==> src/rtl/mem_pkg.sv <==
package mem_pkg;

	localparam int WORD_W     = 32;
	localparam int REG_ADDR_W = 5;
	localparam int ALU_OP_W   = 8;
	localparam int BYTE_SEL_W = 4;

	typedef logic [WORD_W-1:0]     word_t;
	typedef logic [REG_ADDR_W-1:0] reg_addr_t;
	typedef logic [ALU_OP_W-1:0]   alu_op_t;
	typedef logic [BYTE_SEL_W-1:0] byte_sel_t; // bit 3 is the msb lane
	typedef logic [31:0]           exc_code_t;
	typedef logic [4:0]            cp0_addr_t;
	typedef logic [1:0]            access_size_t;
	typedef logic [2:0]            access_kind_t;

	// load/store op codes as issued by execute
	localparam alu_op_t OP_LB  = 8'b1110_0000;
	localparam alu_op_t OP_LBU = 8'b1110_0100;
	localparam alu_op_t OP_LH  = 8'b1110_0001;
	localparam alu_op_t OP_LHU = 8'b1110_0101;
	localparam alu_op_t OP_LW  = 8'b1110_0011;
	localparam alu_op_t OP_LWL = 8'b1110_0010;
	localparam alu_op_t OP_LWR = 8'b1110_0110;
	localparam alu_op_t OP_SB  = 8'b1110_1000;
	localparam alu_op_t OP_SH  = 8'b1110_1001;
	localparam alu_op_t OP_SW  = 8'b1110_1011;
	localparam alu_op_t OP_SWL = 8'b1110_1010;
	localparam alu_op_t OP_SWR = 8'b1110_1110;

	localparam exc_code_t EXC_NONE    = 32'h0000_0000;
	localparam exc_code_t EXC_ADEL    = 32'h0000_0004;
	localparam exc_code_t EXC_ADES    = 32'h0000_0005;
	localparam exc_code_t EXC_SYSCALL = 32'h0000_0008;
	localparam exc_code_t EXC_RI      = 32'h0000_000a;
	localparam exc_code_t EXC_CPU     = 32'h0000_000b;
	localparam exc_code_t EXC_ERET    = 32'h0000_000e;
	localparam exc_code_t EXC_INT     = 32'h0000_000f;

	// flag positions in excepttype_i from earlier stages
	localparam int EXC_FLAG_SYSCALL = 8;
	localparam int EXC_FLAG_RI      = 10;
	localparam int EXC_FLAG_CPU     = 11;
	localparam int EXC_FLAG_ERET    = 12;

	localparam cp0_addr_t CP0_STATUS = 5'd12;
	localparam cp0_addr_t CP0_CAUSE  = 5'd13;
	localparam cp0_addr_t CP0_EPC    = 5'd14;

	localparam int STATUS_IE  = 0;
	localparam int STATUS_EXL = 1;

	localparam access_size_t SIZE_BYTE = 2'd0;
	localparam access_size_t SIZE_HALF = 2'd1;
	localparam access_size_t SIZE_WORD = 2'd2;

	localparam access_kind_t KIND_NONE    = 3'd0;
	localparam access_kind_t KIND_LOAD    = 3'd1;
	localparam access_kind_t KIND_LOAD_L  = 3'd2; // lwl
	localparam access_kind_t KIND_LOAD_R  = 3'd3; // lwr
	localparam access_kind_t KIND_STORE   = 3'd4;
	localparam access_kind_t KIND_STORE_L = 3'd5; // swl
	localparam access_kind_t KIND_STORE_R = 3'd6; // swr

endpackage

==> src/rtl/mem_access_if.sv <==
`timescale 1ns/1ns

// decoded access, plain levels from decode to execute
interface mem_access_if;
	import mem_pkg::*;

	access_kind_t kind;
	access_size_t size;
	logic sign_ext;
	logic misaligned; // execute blanks the access on this

	modport decode (
		output kind,
		output size,
		output sign_ext,
		output misaligned
	);

	modport execute (
		input kind,
		input size,
		input sign_ext,
		input misaligned
	);

endinterface

==> src/rtl/mem_decode.sv <==
`timescale 1ns/1ns

module mem_decode (
	input mem_pkg::alu_op_t aluop_i,
	input logic [1:0] addr_lsb_i,
	mem_access_if.decode acc,
	output logic adel_o,
	output logic ades_o
);
	import mem_pkg::*;

	always_comb begin
		case (aluop_i)
			OP_LB, OP_LBU, OP_SB: acc.size = SIZE_BYTE;
			OP_LH, OP_LHU, OP_SH: acc.size = SIZE_HALF;
			default: acc.size = SIZE_WORD; // lw/sw and the left/right forms
		endcase

		case (aluop_i)
			OP_LB, OP_LBU, OP_LH, OP_LHU, OP_LW: acc.kind = KIND_LOAD;
			OP_LWL: acc.kind = KIND_LOAD_L;
			OP_LWR: acc.kind = KIND_LOAD_R;
			OP_SB, OP_SH, OP_SW: acc.kind = KIND_STORE;
			OP_SWL: acc.kind = KIND_STORE_L;
			OP_SWR: acc.kind = KIND_STORE_R;
			default: acc.kind = KIND_NONE;
		endcase

		acc.sign_ext = (aluop_i == OP_LB) || (aluop_i == OP_LH);

		// only plain loads and stores can fault, lwl/lwr/swl/swr take any offset
		acc.misaligned = 1'b0;
		if ((acc.kind == KIND_LOAD) || (acc.kind == KIND_STORE)) begin
			if (acc.size == SIZE_HALF) begin
				acc.misaligned = addr_lsb_i[0];
			end else if (acc.size == SIZE_WORD) begin
				acc.misaligned = (addr_lsb_i != 2'b00);
			end
		end

		adel_o = acc.misaligned && (acc.kind == KIND_LOAD);
		ades_o = acc.misaligned && (acc.kind == KIND_STORE);

		// a single access is either a load or a store, never both faults
		assert (!(adel_o && ades_o))
			else $error("mem_decode: adel and ades raised together");
	end

endmodule

==> src/rtl/mem_execute.sv <==
`timescale 1ns/1ns

module mem_execute #(
	parameter int DATA_W = 32
) (
	mem_access_if.execute acc,
	input mem_pkg::word_t mem_addr_i,
	input mem_pkg::word_t reg2_i,
	input mem_pkg::word_t mem_data_i,
	output mem_pkg::word_t mem_addr_o,
	output mem_pkg::word_t mem_data_o,
	output mem_pkg::word_t load_data_o,
	output mem_pkg::byte_sel_t mem_sel_o,
	output logic mem_ce_o,
	output logic store_o
);
	import mem_pkg::*;

	localparam int LANES = DATA_W / 8;

	logic [1:0] off;
	logic active;
	logic [DATA_W-1:0] mem_shl; // memory moved up by the offset
	logic [DATA_W-1:0] mem_shr; // addressed byte ends up in lane 0
	logic [DATA_W-1:0] lwl_data;
	logic [DATA_W-1:0] lwr_data;
	logic [7:0] byte_val;
	logic [15:0] half_val;

	assign off = mem_addr_i[1:0];
	assign active = (acc.kind != KIND_NONE) && !acc.misaligned;
	assign mem_shl = mem_data_i << (8 * off);
	assign mem_shr = mem_data_i >> (8 * (LANES - 1 - int'(off)));
	assign byte_val = mem_shr[7:0];
	assign half_val = off[1] ? mem_data_i[15:0] : mem_data_i[DATA_W-1 -: 16];

	// unaligned merge, lane by lane: memory lanes on one side, reg2 keeps the rest
	always_comb begin
		for (int b = 0; b < LANES; b++) begin
			lwl_data[8*b +: 8] = (b >= int'(off)) ? mem_shl[8*b +: 8] : reg2_i[8*b +: 8];
			lwr_data[8*b +: 8] = (b <= int'(off)) ? mem_shr[8*b +: 8] : reg2_i[8*b +: 8];
		end
	end

	always_comb begin
		mem_addr_o = mem_addr_i;
		mem_sel_o = '0;
		mem_data_o = '0;
		load_data_o = '0;
		case (acc.kind)
			KIND_LOAD, KIND_STORE: begin
				case (acc.size)
					SIZE_BYTE: begin
						mem_sel_o = 4'b1000 >> off;
						mem_data_o = {LANES{reg2_i[7:0]}};
						load_data_o = {{(DATA_W-8){acc.sign_ext & byte_val[7]}}, byte_val};
					end
					SIZE_HALF: begin
						mem_sel_o = off[1] ? 4'b0011 : 4'b1100;
						mem_data_o = {(LANES/2){reg2_i[15:0]}};
						load_data_o = {{(DATA_W-16){acc.sign_ext & half_val[15]}}, half_val};
					end
					default: begin
						mem_sel_o = '1;
						mem_data_o = reg2_i;
						load_data_o = mem_data_i;
					end
				endcase
				if (acc.kind == KIND_LOAD) begin
					mem_data_o = '0; // nothing on the write bus for a read
				end
			end
			KIND_LOAD_L, KIND_LOAD_R: begin
				mem_addr_o = {mem_addr_i[DATA_W-1:2], 2'b00};
				mem_sel_o = '1; // whole word is read, merge happens here
				load_data_o = (acc.kind == KIND_LOAD_L) ? lwl_data : lwr_data;
			end
			KIND_STORE_L: begin
				mem_addr_o = {mem_addr_i[DATA_W-1:2], 2'b00};
				mem_sel_o = 4'b1111 >> off;
				mem_data_o = reg2_i >> (8 * off);
			end
			KIND_STORE_R: begin
				mem_addr_o = {mem_addr_i[DATA_W-1:2], 2'b00};
				mem_sel_o = 4'b1111 << (2'd3 - off);
				mem_data_o = reg2_i << (8 * (LANES - 1 - int'(off)));
			end
			default: mem_addr_o = '0;
		endcase

		if (!active) begin
			mem_sel_o = '0;
			mem_data_o = '0;
			load_data_o = '0;
		end
		mem_ce_o = active;
		store_o = active && (acc.kind inside {KIND_STORE, KIND_STORE_L, KIND_STORE_R});

		assert (!mem_ce_o || (mem_sel_o != '0))
			else $error("mem_execute: chip enable with no byte lane");
	end

endmodule

==> src/rtl/mem_result.sv <==
`timescale 1ns/1ns

module mem_result #(
	parameter int DATA_W = 32
) (
	input logic clk,
	input logic rst_i,
	input mem_pkg::reg_addr_t wd_i,
	input logic wreg_i,
	input logic load_i,
	input mem_pkg::word_t load_data_i,
	input mem_pkg::word_t wdata_i,
	input logic store_i,
	input logic adel_i,
	input logic ades_i,
	input mem_pkg::word_t mem_addr_i,
	input mem_pkg::word_t excepttype_i,
	input mem_pkg::word_t current_inst_address_i,
	input mem_pkg::word_t cp0_status_i,
	input mem_pkg::word_t cp0_cause_i,
	input mem_pkg::word_t cp0_epc_i,
	input logic wb_cp0_reg_we_i,
	input mem_pkg::cp0_addr_t wb_cp0_reg_write_addr_i,
	input mem_pkg::word_t wb_cp0_reg_data_i,
	output logic mem_we_o,
	output mem_pkg::reg_addr_t wd_o,
	output logic wreg_o,
	output mem_pkg::word_t wdata_o,
	output mem_pkg::exc_code_t excepttype_o,
	output mem_pkg::word_t bad_v_addr_o,
	output mem_pkg::word_t cp0_epc_o
);
	import mem_pkg::*;

	word_t status;
	word_t cause;
	word_t epc;
	exc_code_t exc_code;
	logic int_pending;
	logic [DATA_W-1:0] wb_result;

	// writeback may be writing cp0 this very cycle, take its value instead
	function automatic word_t fwd(input logic we, input cp0_addr_t waddr, input word_t wdata,
			input cp0_addr_t reg_num, input word_t cur);
		return (we && (waddr == reg_num)) ? wdata : cur;
	endfunction

	assign status = fwd(wb_cp0_reg_we_i, wb_cp0_reg_write_addr_i, wb_cp0_reg_data_i,
			CP0_STATUS, cp0_status_i);
	assign cause = fwd(wb_cp0_reg_we_i, wb_cp0_reg_write_addr_i, wb_cp0_reg_data_i,
			CP0_CAUSE, cp0_cause_i);
	assign epc = fwd(wb_cp0_reg_we_i, wb_cp0_reg_write_addr_i, wb_cp0_reg_data_i,
			CP0_EPC, cp0_epc_i);

	// pending & mask, not already in exception level, interrupts on
	assign int_pending = ((cause[15:8] & status[15:8]) != 8'h00) &&
			!status[STATUS_EXL] && status[STATUS_IE];

	always_comb begin
		exc_code = EXC_NONE;
		if (current_inst_address_i != '0) begin // bubble has no address
			if (int_pending) exc_code = EXC_INT;
			else if (adel_i) exc_code = EXC_ADEL;
			else if (ades_i) exc_code = EXC_ADES;
			else if (excepttype_i[EXC_FLAG_SYSCALL]) exc_code = EXC_SYSCALL;
			else if (excepttype_i[EXC_FLAG_RI]) exc_code = EXC_RI;
			else if (excepttype_i[EXC_FLAG_CPU]) exc_code = EXC_CPU;
			else if (excepttype_i[EXC_FLAG_ERET]) exc_code = EXC_ERET;
		end
	end

	assign mem_we_o = store_i && (exc_code == EXC_NONE); // exception cancels the write
	assign wb_result = load_i ? load_data_i : wdata_i;

	always_ff @(posedge clk) begin
		if (rst_i) begin
			wd_o <= '0;
			wreg_o <= 1'b0;
			wdata_o <= {DATA_W{1'b0}};
			excepttype_o <= EXC_NONE;
			bad_v_addr_o <= '0;
			cp0_epc_o <= '0;
		end else begin
			wd_o <= wd_i;
			wreg_o <= wreg_i;
			wdata_o <= wb_result;
			excepttype_o <= exc_code;
			bad_v_addr_o <= (adel_i || ades_i) ? mem_addr_i : '0;
			cp0_epc_o <= epc;
		end
	end

	// a store that reached memory must not show up as an exception at mem/wb
	assert property (@(posedge clk) disable iff (rst_i)
			mem_we_o |=> (excepttype_o == EXC_NONE))
		else $error("mem_result: store written but exception registered");

endmodule

==> src/rtl/mem_stage.sv <==
`timescale 1ns/1ns

module mem_stage #(
	parameter int DATA_W = 32
) (
	input logic clk,
	input logic rst_i,
	input mem_pkg::alu_op_t aluop_i,
	input mem_pkg::word_t mem_addr_i,
	input mem_pkg::word_t reg2_i,
	input mem_pkg::reg_addr_t wd_i,
	input logic wreg_i,
	input mem_pkg::word_t wdata_i,
	input mem_pkg::word_t mem_data_i,
	input mem_pkg::word_t excepttype_i,
	input mem_pkg::word_t current_inst_address_i,
	input mem_pkg::word_t cp0_status_i,
	input mem_pkg::word_t cp0_cause_i,
	input mem_pkg::word_t cp0_epc_i,
	input logic wb_cp0_reg_we_i,
	input mem_pkg::cp0_addr_t wb_cp0_reg_write_addr_i,
	input mem_pkg::word_t wb_cp0_reg_data_i,
	output mem_pkg::word_t mem_addr_o,
	output mem_pkg::byte_sel_t mem_sel_o,
	output mem_pkg::word_t mem_data_o,
	output logic mem_ce_o,
	output logic mem_we_o,
	output mem_pkg::reg_addr_t wd_o,
	output logic wreg_o,
	output mem_pkg::word_t wdata_o,
	output mem_pkg::exc_code_t excepttype_o,
	output mem_pkg::word_t bad_v_addr_o,
	output mem_pkg::word_t cp0_epc_o
);
	import mem_pkg::*;

	logic adel;
	logic ades;
	logic ce;
	logic store;
	logic store_en;
	logic is_load;
	word_t load_data;

	mem_access_if acc ();

	assign is_load = acc.kind inside {KIND_LOAD, KIND_LOAD_L, KIND_LOAD_R};
	assign mem_ce_o = ce & ~rst_i; // ram stays idle during reset
	assign store_en = store & ~rst_i;

	mem_decode u_decode (
		.aluop_i(aluop_i),
		.addr_lsb_i(mem_addr_i[1:0]),
		.acc(acc.decode),
		.adel_o(adel),
		.ades_o(ades)
	);

	mem_execute #(.DATA_W(DATA_W)) u_execute (
		.acc(acc.execute),
		.mem_addr_i(mem_addr_i),
		.reg2_i(reg2_i),
		.mem_data_i(mem_data_i),
		.mem_addr_o(mem_addr_o),
		.mem_data_o(mem_data_o),
		.load_data_o(load_data),
		.mem_sel_o(mem_sel_o),
		.mem_ce_o(ce),
		.store_o(store)
	);

	mem_result #(.DATA_W(DATA_W)) u_result (
		.clk(clk),
		.rst_i(rst_i),
		.wd_i(wd_i),
		.wreg_i(wreg_i),
		.load_i(is_load),
		.load_data_i(load_data),
		.wdata_i(wdata_i),
		.store_i(store_en),
		.adel_i(adel),
		.ades_i(ades),
		.mem_addr_i(mem_addr_i),
		.excepttype_i(excepttype_i),
		.current_inst_address_i(current_inst_address_i),
		.cp0_status_i(cp0_status_i),
		.cp0_cause_i(cp0_cause_i),
		.cp0_epc_i(cp0_epc_i),
		.wb_cp0_reg_we_i(wb_cp0_reg_we_i),
		.wb_cp0_reg_write_addr_i(wb_cp0_reg_write_addr_i),
		.wb_cp0_reg_data_i(wb_cp0_reg_data_i),
		.mem_we_o(mem_we_o),
		.wd_o(wd_o),
		.wreg_o(wreg_o),
		.wdata_o(wdata_o),
		.excepttype_o(excepttype_o),
		.bad_v_addr_o(bad_v_addr_o),
		.cp0_epc_o(cp0_epc_o)
	);

endmodule

==> config.mk <==
export PLATFORM = sky130hd
export DESIGN_NAME = mem_stage
export DESIGN_NICKNAME = d
export VERILOG_FILES = /design/src/rtl/mem_pkg.sv /design/src/rtl/mem_access_if.sv /design/src/rtl/mem_decode.sv /design/src/rtl/mem_execute.sv /design/src/rtl/mem_result.sv /design/src/rtl/mem_stage.sv
export SDC_FILE = /design/constraint.sdc
export NUM_CORES = 1
export LEC_CHECK = 0
export BUFFER_PORTS_ARGS = -buffer_cell sky130_fd_sc_hd__clkbuf_2
export CORE_AREA = 2 2 210 212
export CTS_CLUSTER_SIZE = 24
export DETAILED_ROUTE_END_ITERATION = 8
export DIE_AREA = 0 0 212 214
export PLACE_DENSITY = 0.43
export SLEW_MARGIN = 20
export SYNTH_ARGS = -nofsm -noshare
export SYNTH_HDL_FRONTEND = slang
export SYNTH_SLANG_ARGS = --single-unit
==> constraint.sdc <==
create_clock -name clk -period 2.1 [get_ports clk]
set_input_delay 0.21 -clock clk [delete_from_list [all_inputs] [get_ports clk]]
set_output_delay 0.21 -clock clk [all_outputs]
set_load 0.01 [all_outputs]
==> impl_metrics.csv, run 1 <==
group,metric,value,unit
global_routing,first_global_vias,10000,
place,hpwl,35700,um
routing,ant_nets,0,
power_and_ir_drop,p_per_area,447,nW/um^2
clocking,clkSinkCount,106,
routing,drc,0,
clocking,path_clk_slew,80,ps
global_routing,grt_pass1_wl,65600,um
timing,finalCritPeriodShare,96.8,%
timing,rsz0062_at_grt,"true",
setup_path,crit_chain,"clkbuf_2, and4b_1, buf_4, nand2_2, nor2_4, buf_4, o22ai_4, a221oi_2, buf_4, nor2_1, clkbuf_2",
routing,first_iter_violations,512,
routing,vias_per_cell,4.66,
die,rows,76,
clocking,root_buffer,"clkbuf_16",
clocking,cts-htree-levels,3,
cells_and_area,num-nets-final,1879,
timing,setup_viol,0,
power_and_ir_drop,p_leak,5.75,nW
cells_and_area,design_area,12200,sq um
logic_synthesis,async_reset_ff_share,0,%
global_routing,grt_max_degree,44,
worst_hold_path,hold_class,"input pin to flip-flop",
logic_synthesis,synth.top_cells.by_area,"dfxtp_1, nand2_1, mux2i_1, a21oi_1, and2_1",
setup_path,critPathLaunchType,"input pin",
clocking,clock_path_buffers,2,
timing,layout_min_cycle_time,2030,ps
die,start_util,18.4,%
logic_synthesis,syn_area,7870,sq um
power_and_ir_drop,total_power,0.00545,W
logic_synthesis,synth_cell_type_count,67,
outcome,status,"completed",
die,fp.dieH,214,um
timing,fin_hold_ws,28.7,ps
cells_and_area,final_layout_size_suffix_gt1_share,43.3,%
setup_path,max_stage_delay,320,ps
cells_and_area,syn2layout_area_growth,55.1,%
cells_and_area,final_util,28.5,%
place,post_dp_cell_area,11400,sq um
setup_path,slowest_stage,"a221oi_2",
setup_path,end_kind,"primary output",
place,gp_congestion,0.894,
timing,final.setup.tns,0,ps
setup_path,worstSetupPathType,"input pin to primary output",
die,io_pins,546,
clocking,cts_buffers,9,
routing,first_pass_iters,7,
power_and_ir_drop,vdd_drop_max,0.465,mV
routing,vias,9913,
logic_synthesis,syn_inst,1021,
setup_path,cp_max_fo,8,
routing,wl_per_cell,21.0,um
logic_synthesis,synth_enable_flop_cells,0,
logic_synthesis,yosys_most_used_dff,"dfxtp_1",
logic_synthesis,synth_top_cell_by_area,"dfxtp_1",
timing,final_hold_viol_count,0,
place,port_buffers,443,
clocking,cts_tree,"yes",
die,die_area,45400,sq um
global_routing,antenna_found_initial,8,
routing,totalWireLength,44600,um
timing,max_freq,492,MHz
job,drv_cap,0,
global_routing,grtUsageTotal,19.4,%
logic_synthesis,synth_seq_area_share,27.0,%
setup_path,crit_path_frequent_cell,"buf_4",
timing,maxSlewViolCount,0,
die,core_area,42900,sq um
logic_synthesis,synthMostInstantiatedCell,"nand2_1",
logic_synthesis,syn_avg_cell_area,7.71,sq um
global_routing,overflow,0,
setup_path,cp.required,1890,ps
die,die_x,212,um
setup_path,arrival,1820,ps
logic_synthesis,synthDominantCellAreaShare,27.0,%
logic_synthesis,synth_seq_cells,106,
logic_synthesis,ys_warn_count,0,
logic_synthesis,synthTopCellsByCount,"nand2_1, dfxtp_1, a21oi_1, nor2_1, and2_1",
-- where the power goes --
| group | switching, W | internal (W) | total (W) |
|---|---|---|---|
| Combinational | 0.000809 | 0.000665 | 0.00147 |
| Clock | 0.000993 | 0.000868 | 0.00186 |
| Sequential | 0.0000231 | 0.00209 | 0.00212 |
-- layout make-up --
| type | count | area, sq um |
|---|---|---|
| Clock buffer | 9 | 225 |
| Multi-Input combinational cell | 816 | 5320 |
| Antenna cell | 2 | 5.00 |
| Sequential cell | 106 | 2120 |
| Fill cell | 4760 | 30700 |
| Inverter | 8 | 30.0 |
| Timing Repair Buffer | 596 | 3680 |
| Clock inverter | 7 | 88.8 |
| Tap cell | 585 | 732 |
-- layer usage --
layer	up-vias	global-route usage, %	part of all wire, %
met5	-	0	0.069
met2	466	35.9	52
met3	65	4.88	7.3
met4	4	6.01	2.6
met1	4701	21.4	38
li1	4677	-	-
-- worst max-delay path, delay by kind of cell --
kind / cells / cell delay, ps
buf+inv: 5 / 680
simple gates: 4 / 470
compound gates: 2 / 450
-- registers in the layout, indices dropped and copies added, names as in the netlist --
register               flops
u_result.bad_v_addr_o     32
u_result.cp0_epc_o        32
u_result.excepttype_o      4
u_result.wd_o              5
u_result.wdata_o          32
u_result.wreg_o            1
-- kinds of logic after synthesis --
kind of cell    Yosys count  share of synthesized area [%]
mux                      87                           14.0
flops                   106                           27.0
buf+inv                 126                           8.60
compound gates          307                           26.6
other cells               1                         0.0476
simple gates            394                           23.7
-- cell usage in the layout (no fill, tap or decap), types with 16 or more instances in the layout --
master           n
a211o_1         19
a211oi_1        20
a21oi_1        100
and2_1          63
buf_12          16
buf_4          106
clkbuf_2       437
conb_1          28
dfxtp_1        106
dlygate4sd3_1   27
mux2i_1         52
mux4_2          16
nand2_1        165
nor2_1          78
nor2b_1         18
o21ai_0         23
o221ai_1        21
-- worst paths after layout --
path,from,to,slack [ps],cells after the start
hold / removal,wdata_i[30],u_result.wdata_o[30],30,2
setup / recovery,aluop_i[4],mem_data_o[8],70,11
-- metrics by stage --
step / setup WS (ps) / std cells
after global routing: -34.0 / 2128
after floorplan: 119 / 1048
after detailed placement: -248 / 2082
after global placement: -294 / 2082
after CTS: -83.0 / 2126
final: 67.8 / 2129
-- timing repair --
item,4_1_cts,5_1_grt
hold buffers,27,0
gates cloned,1,0
setup endpoints to repair,12,33
resized for setup,13,28
hold endpoints to repair,27,0
setup buffers,0,1
pin swaps,7,6
(Power assumes the default switching activity.)
==> run 2, diff against run 1 <==
==> constraint.sdc (replaced) <==
create_clock -name clk -period 2.1 [get_ports clk]
set_input_delay 0.42 -clock clk [delete_from_list [all_inputs] [get_ports clk]]
set_output_delay 0.42 -clock clk [all_outputs]
set_load 0.01 [all_outputs]
==> run 2 against run 1 <==
  * The flow now finishes with violations (setup timing)
  * Sequential share of layout area fell by 2.8 points
  * Worst setup slack got worse by 410 ps
  * Worst hold slack improved by 200 ps
  * Wire length rose by 3.9%
  * Sequential power barely moved
  * Count of clock-buffer cells in the layout did not move
  * Largest cell class unchanged
  * Largest power group unchanged
  * Critical endpoint is now mem_we_o
==> impl_metrics.csv, run 2 (same netlist as run 1, synthesis figures left out) <==
group,metric,value,unit
routing,first_pass_iters,5,
setup_path,worstSetupPathType,"input pin to primary output",
routing,ant_nets,0,
setup_path,end_kind,"primary output",
global_routing,overflow,0,
timing,layout_min_cycle_time,2450,ps
setup_path,cp.required,1680,ps
timing,setup_slack,-346,ps
clocking,clock_path_buffers,2,
setup_path,arrival,2030,ps
cells_and_area,final_layout_size_suffix_gt1_share,56.6,%
global_routing,grtUsageTotal,19.5,%
global_routing,grt_max_degree,33,
die,die_area,45400,sq um
cells_and_area,fill_cells,4577,
die,core_area,42900,sq um
clocking,cts_buffers,9,
cells_and_area,final_cell_mix,"clkbuf_2, nand2_1, buf_4",
outcome,violations,"setup timing",
timing,rsz0062_at_grt,"true",
power_and_ir_drop,combPwrFrac,30.2,%
power_and_ir_drop,p_int,0.00375,W
cells_and_area,mostFrequentLayoutCell,"clkbuf_2",
cells_and_area,num-nets-final,1956,
die,start_util,18.4,%
cells_and_area,seq_area,2120,sq um
cells_and_area,multi_input_area,6260,sq um
worst_hold_path,hold_class,"input pin to flip-flop",
cells_and_area,final_util,33.8,%
timing,setup_viol,68,
setup_path,critPathLaunchType,"input pin",
clocking,cts_tree,"yes",
timing,maxSlewViolCount,0,
routing,drc,0,
clocking,clkSinkCount,106,
die,die_x,212,um
timing,max-slew-margin-rel,61.1,%
routing,vias,10300,
power_and_ir_drop,p_switching,0.00190,W
power_and_ir_drop,vdd_drop_max,0.510,mV
timing,worst_pin_slew,582,ps
clocking,cts-htree-levels,3,
place,gp_congestion,0.887,
place,port_buffers,443,
power_and_ir_drop,p_leak,6.64,nW
place,hpwl,35800,um
routing,wl_per_cell,21.0,um
timing,max_freq,409,MHz
clocking,path_clk_slew,80,ps
setup_path,cp_max_fo,5,
global_routing,antenna_found_initial,3,
power_and_ir_drop,swShare,33.6,%
timing,finalCritPeriodShare,116,%
die,fp.dieH,214,um
die,rows,76,
global_routing,first_global_vias,10500,
routing,totalWireLength,46400,um
power_and_ir_drop,p_seq_share,37.5,%
power_and_ir_drop,p_per_area,389,nW/um^2
routing,vias_per_cell,4.66,
clocking,root_buffer,"clkbuf_16",
timing,fin_hold_ws,229,ps
outcome,status,"finished with violations",
routing,first_iter_violations,624,
job,drv_cap,0,
timing,final_hold_viol_count,0,
cells_and_area,reg_top3,"u_result.bad_v_addr_o x32, u_result.cp0_epc_o x32, u_result.wdata_o x32",
power_and_ir_drop,power.share.clock,32.4,%
cells_and_area,syn2layout_area_growth,84.4,%
place,pre_cts_ws,-627,ps
die,io_pins,546,
global_routing,grt_pass1_wl,66200,um
==> run 2: cell type report <==
| type | instances | share of cell area (%) |
|---|---|---|
| multi-input combinational | 816 | 43.1 |
| timing repair buffer | 673 | 34.8 |
| sequential | 106 | 14.6 |
| tap | 585 | 5.04 |
| clock buffer | 9 | 1.55 |
| clock inverter | 7 | 0.629 |
| inverter | 8 | 0.207 |
| antenna | 3 | 0.0517 |
==> run 2: critical path, cell delays in order <==
cell and delay [ps]:
clkbuf_16 140, mux2_4 300, a22oi_2 170, nand4_2 160, o311ai_4 270, a21oi_2 130, nor4b_4 260, buf_2 180
==> run 2: path summary, 6_finish.rpt <==
kind,startpoint,to,slack [ps],cells after the start
max,wb_cp0_reg_write_addr_i[0],mem_we_o,-350,8
min,wdata_i[4],u_result.wdata_o[4],230,2
==> run 2: power groups by stage <==
stage,registers [W],clock network (W),logic (W)
2_1_floorplan,0.00221,0,0.000679
3_3_place_gp,0.00216,0,0.00150
3_5_place_dp,0.00216,0,0.00151
4_1_cts,0.00212,0.00194,0.00162
5_1_grt,0.00212,0.00199,0.00182
6_report,0.00211,0.00183,0.00170
==> run 2: stage by stage <==
| stage | total power (W) | instance area (sq um) | TNS, ps | cells |
|---|---|---|---|---|
| 2_1_floorplan | 0.00288 | 8140 | -833 | 1048 |
| 3_3_place_gp | 0.00366 | 12000 | -34370 | 2141 |
| 3_5_place_dp | 0.00367 | 12000 | -34200 | 2141 |
| 4_1_cts | 0.00567 | 13600 | -12070 | 2194 |
| 5_1_grt | 0.00594 | 14500 | -17260 | 2206 |
| 6_report | 0.00564 | 14500 | -11900 | 2207 |
==> run 2: timing repair <==
| item | 4_1_cts | 5_1_grt |
|---|---|---|
| pin swaps | 66 | 85 |
| setup endpoints to repair | 70 | 88 |
| setup buffers | 32 | 19 |
| gates resized for setup | 184 | 238 |
| gates cloned | 8 | 5 |
| hold buffers | 0 | 0 |
| hold endpoints to repair | 0 | 0 |
==> run 2: per-layer routing <==
layer | routed length [um] | vias up | global-route usage (%)
li1 | - | 4845 | -
met1 | 17400 | 4910 | 21.9
met2 | 24500 | 471 | 35.6
met3 | 3350 | 60 | 4.66
met4 | 1220 | 0 | 6.55
met5 | 0 | - | 0
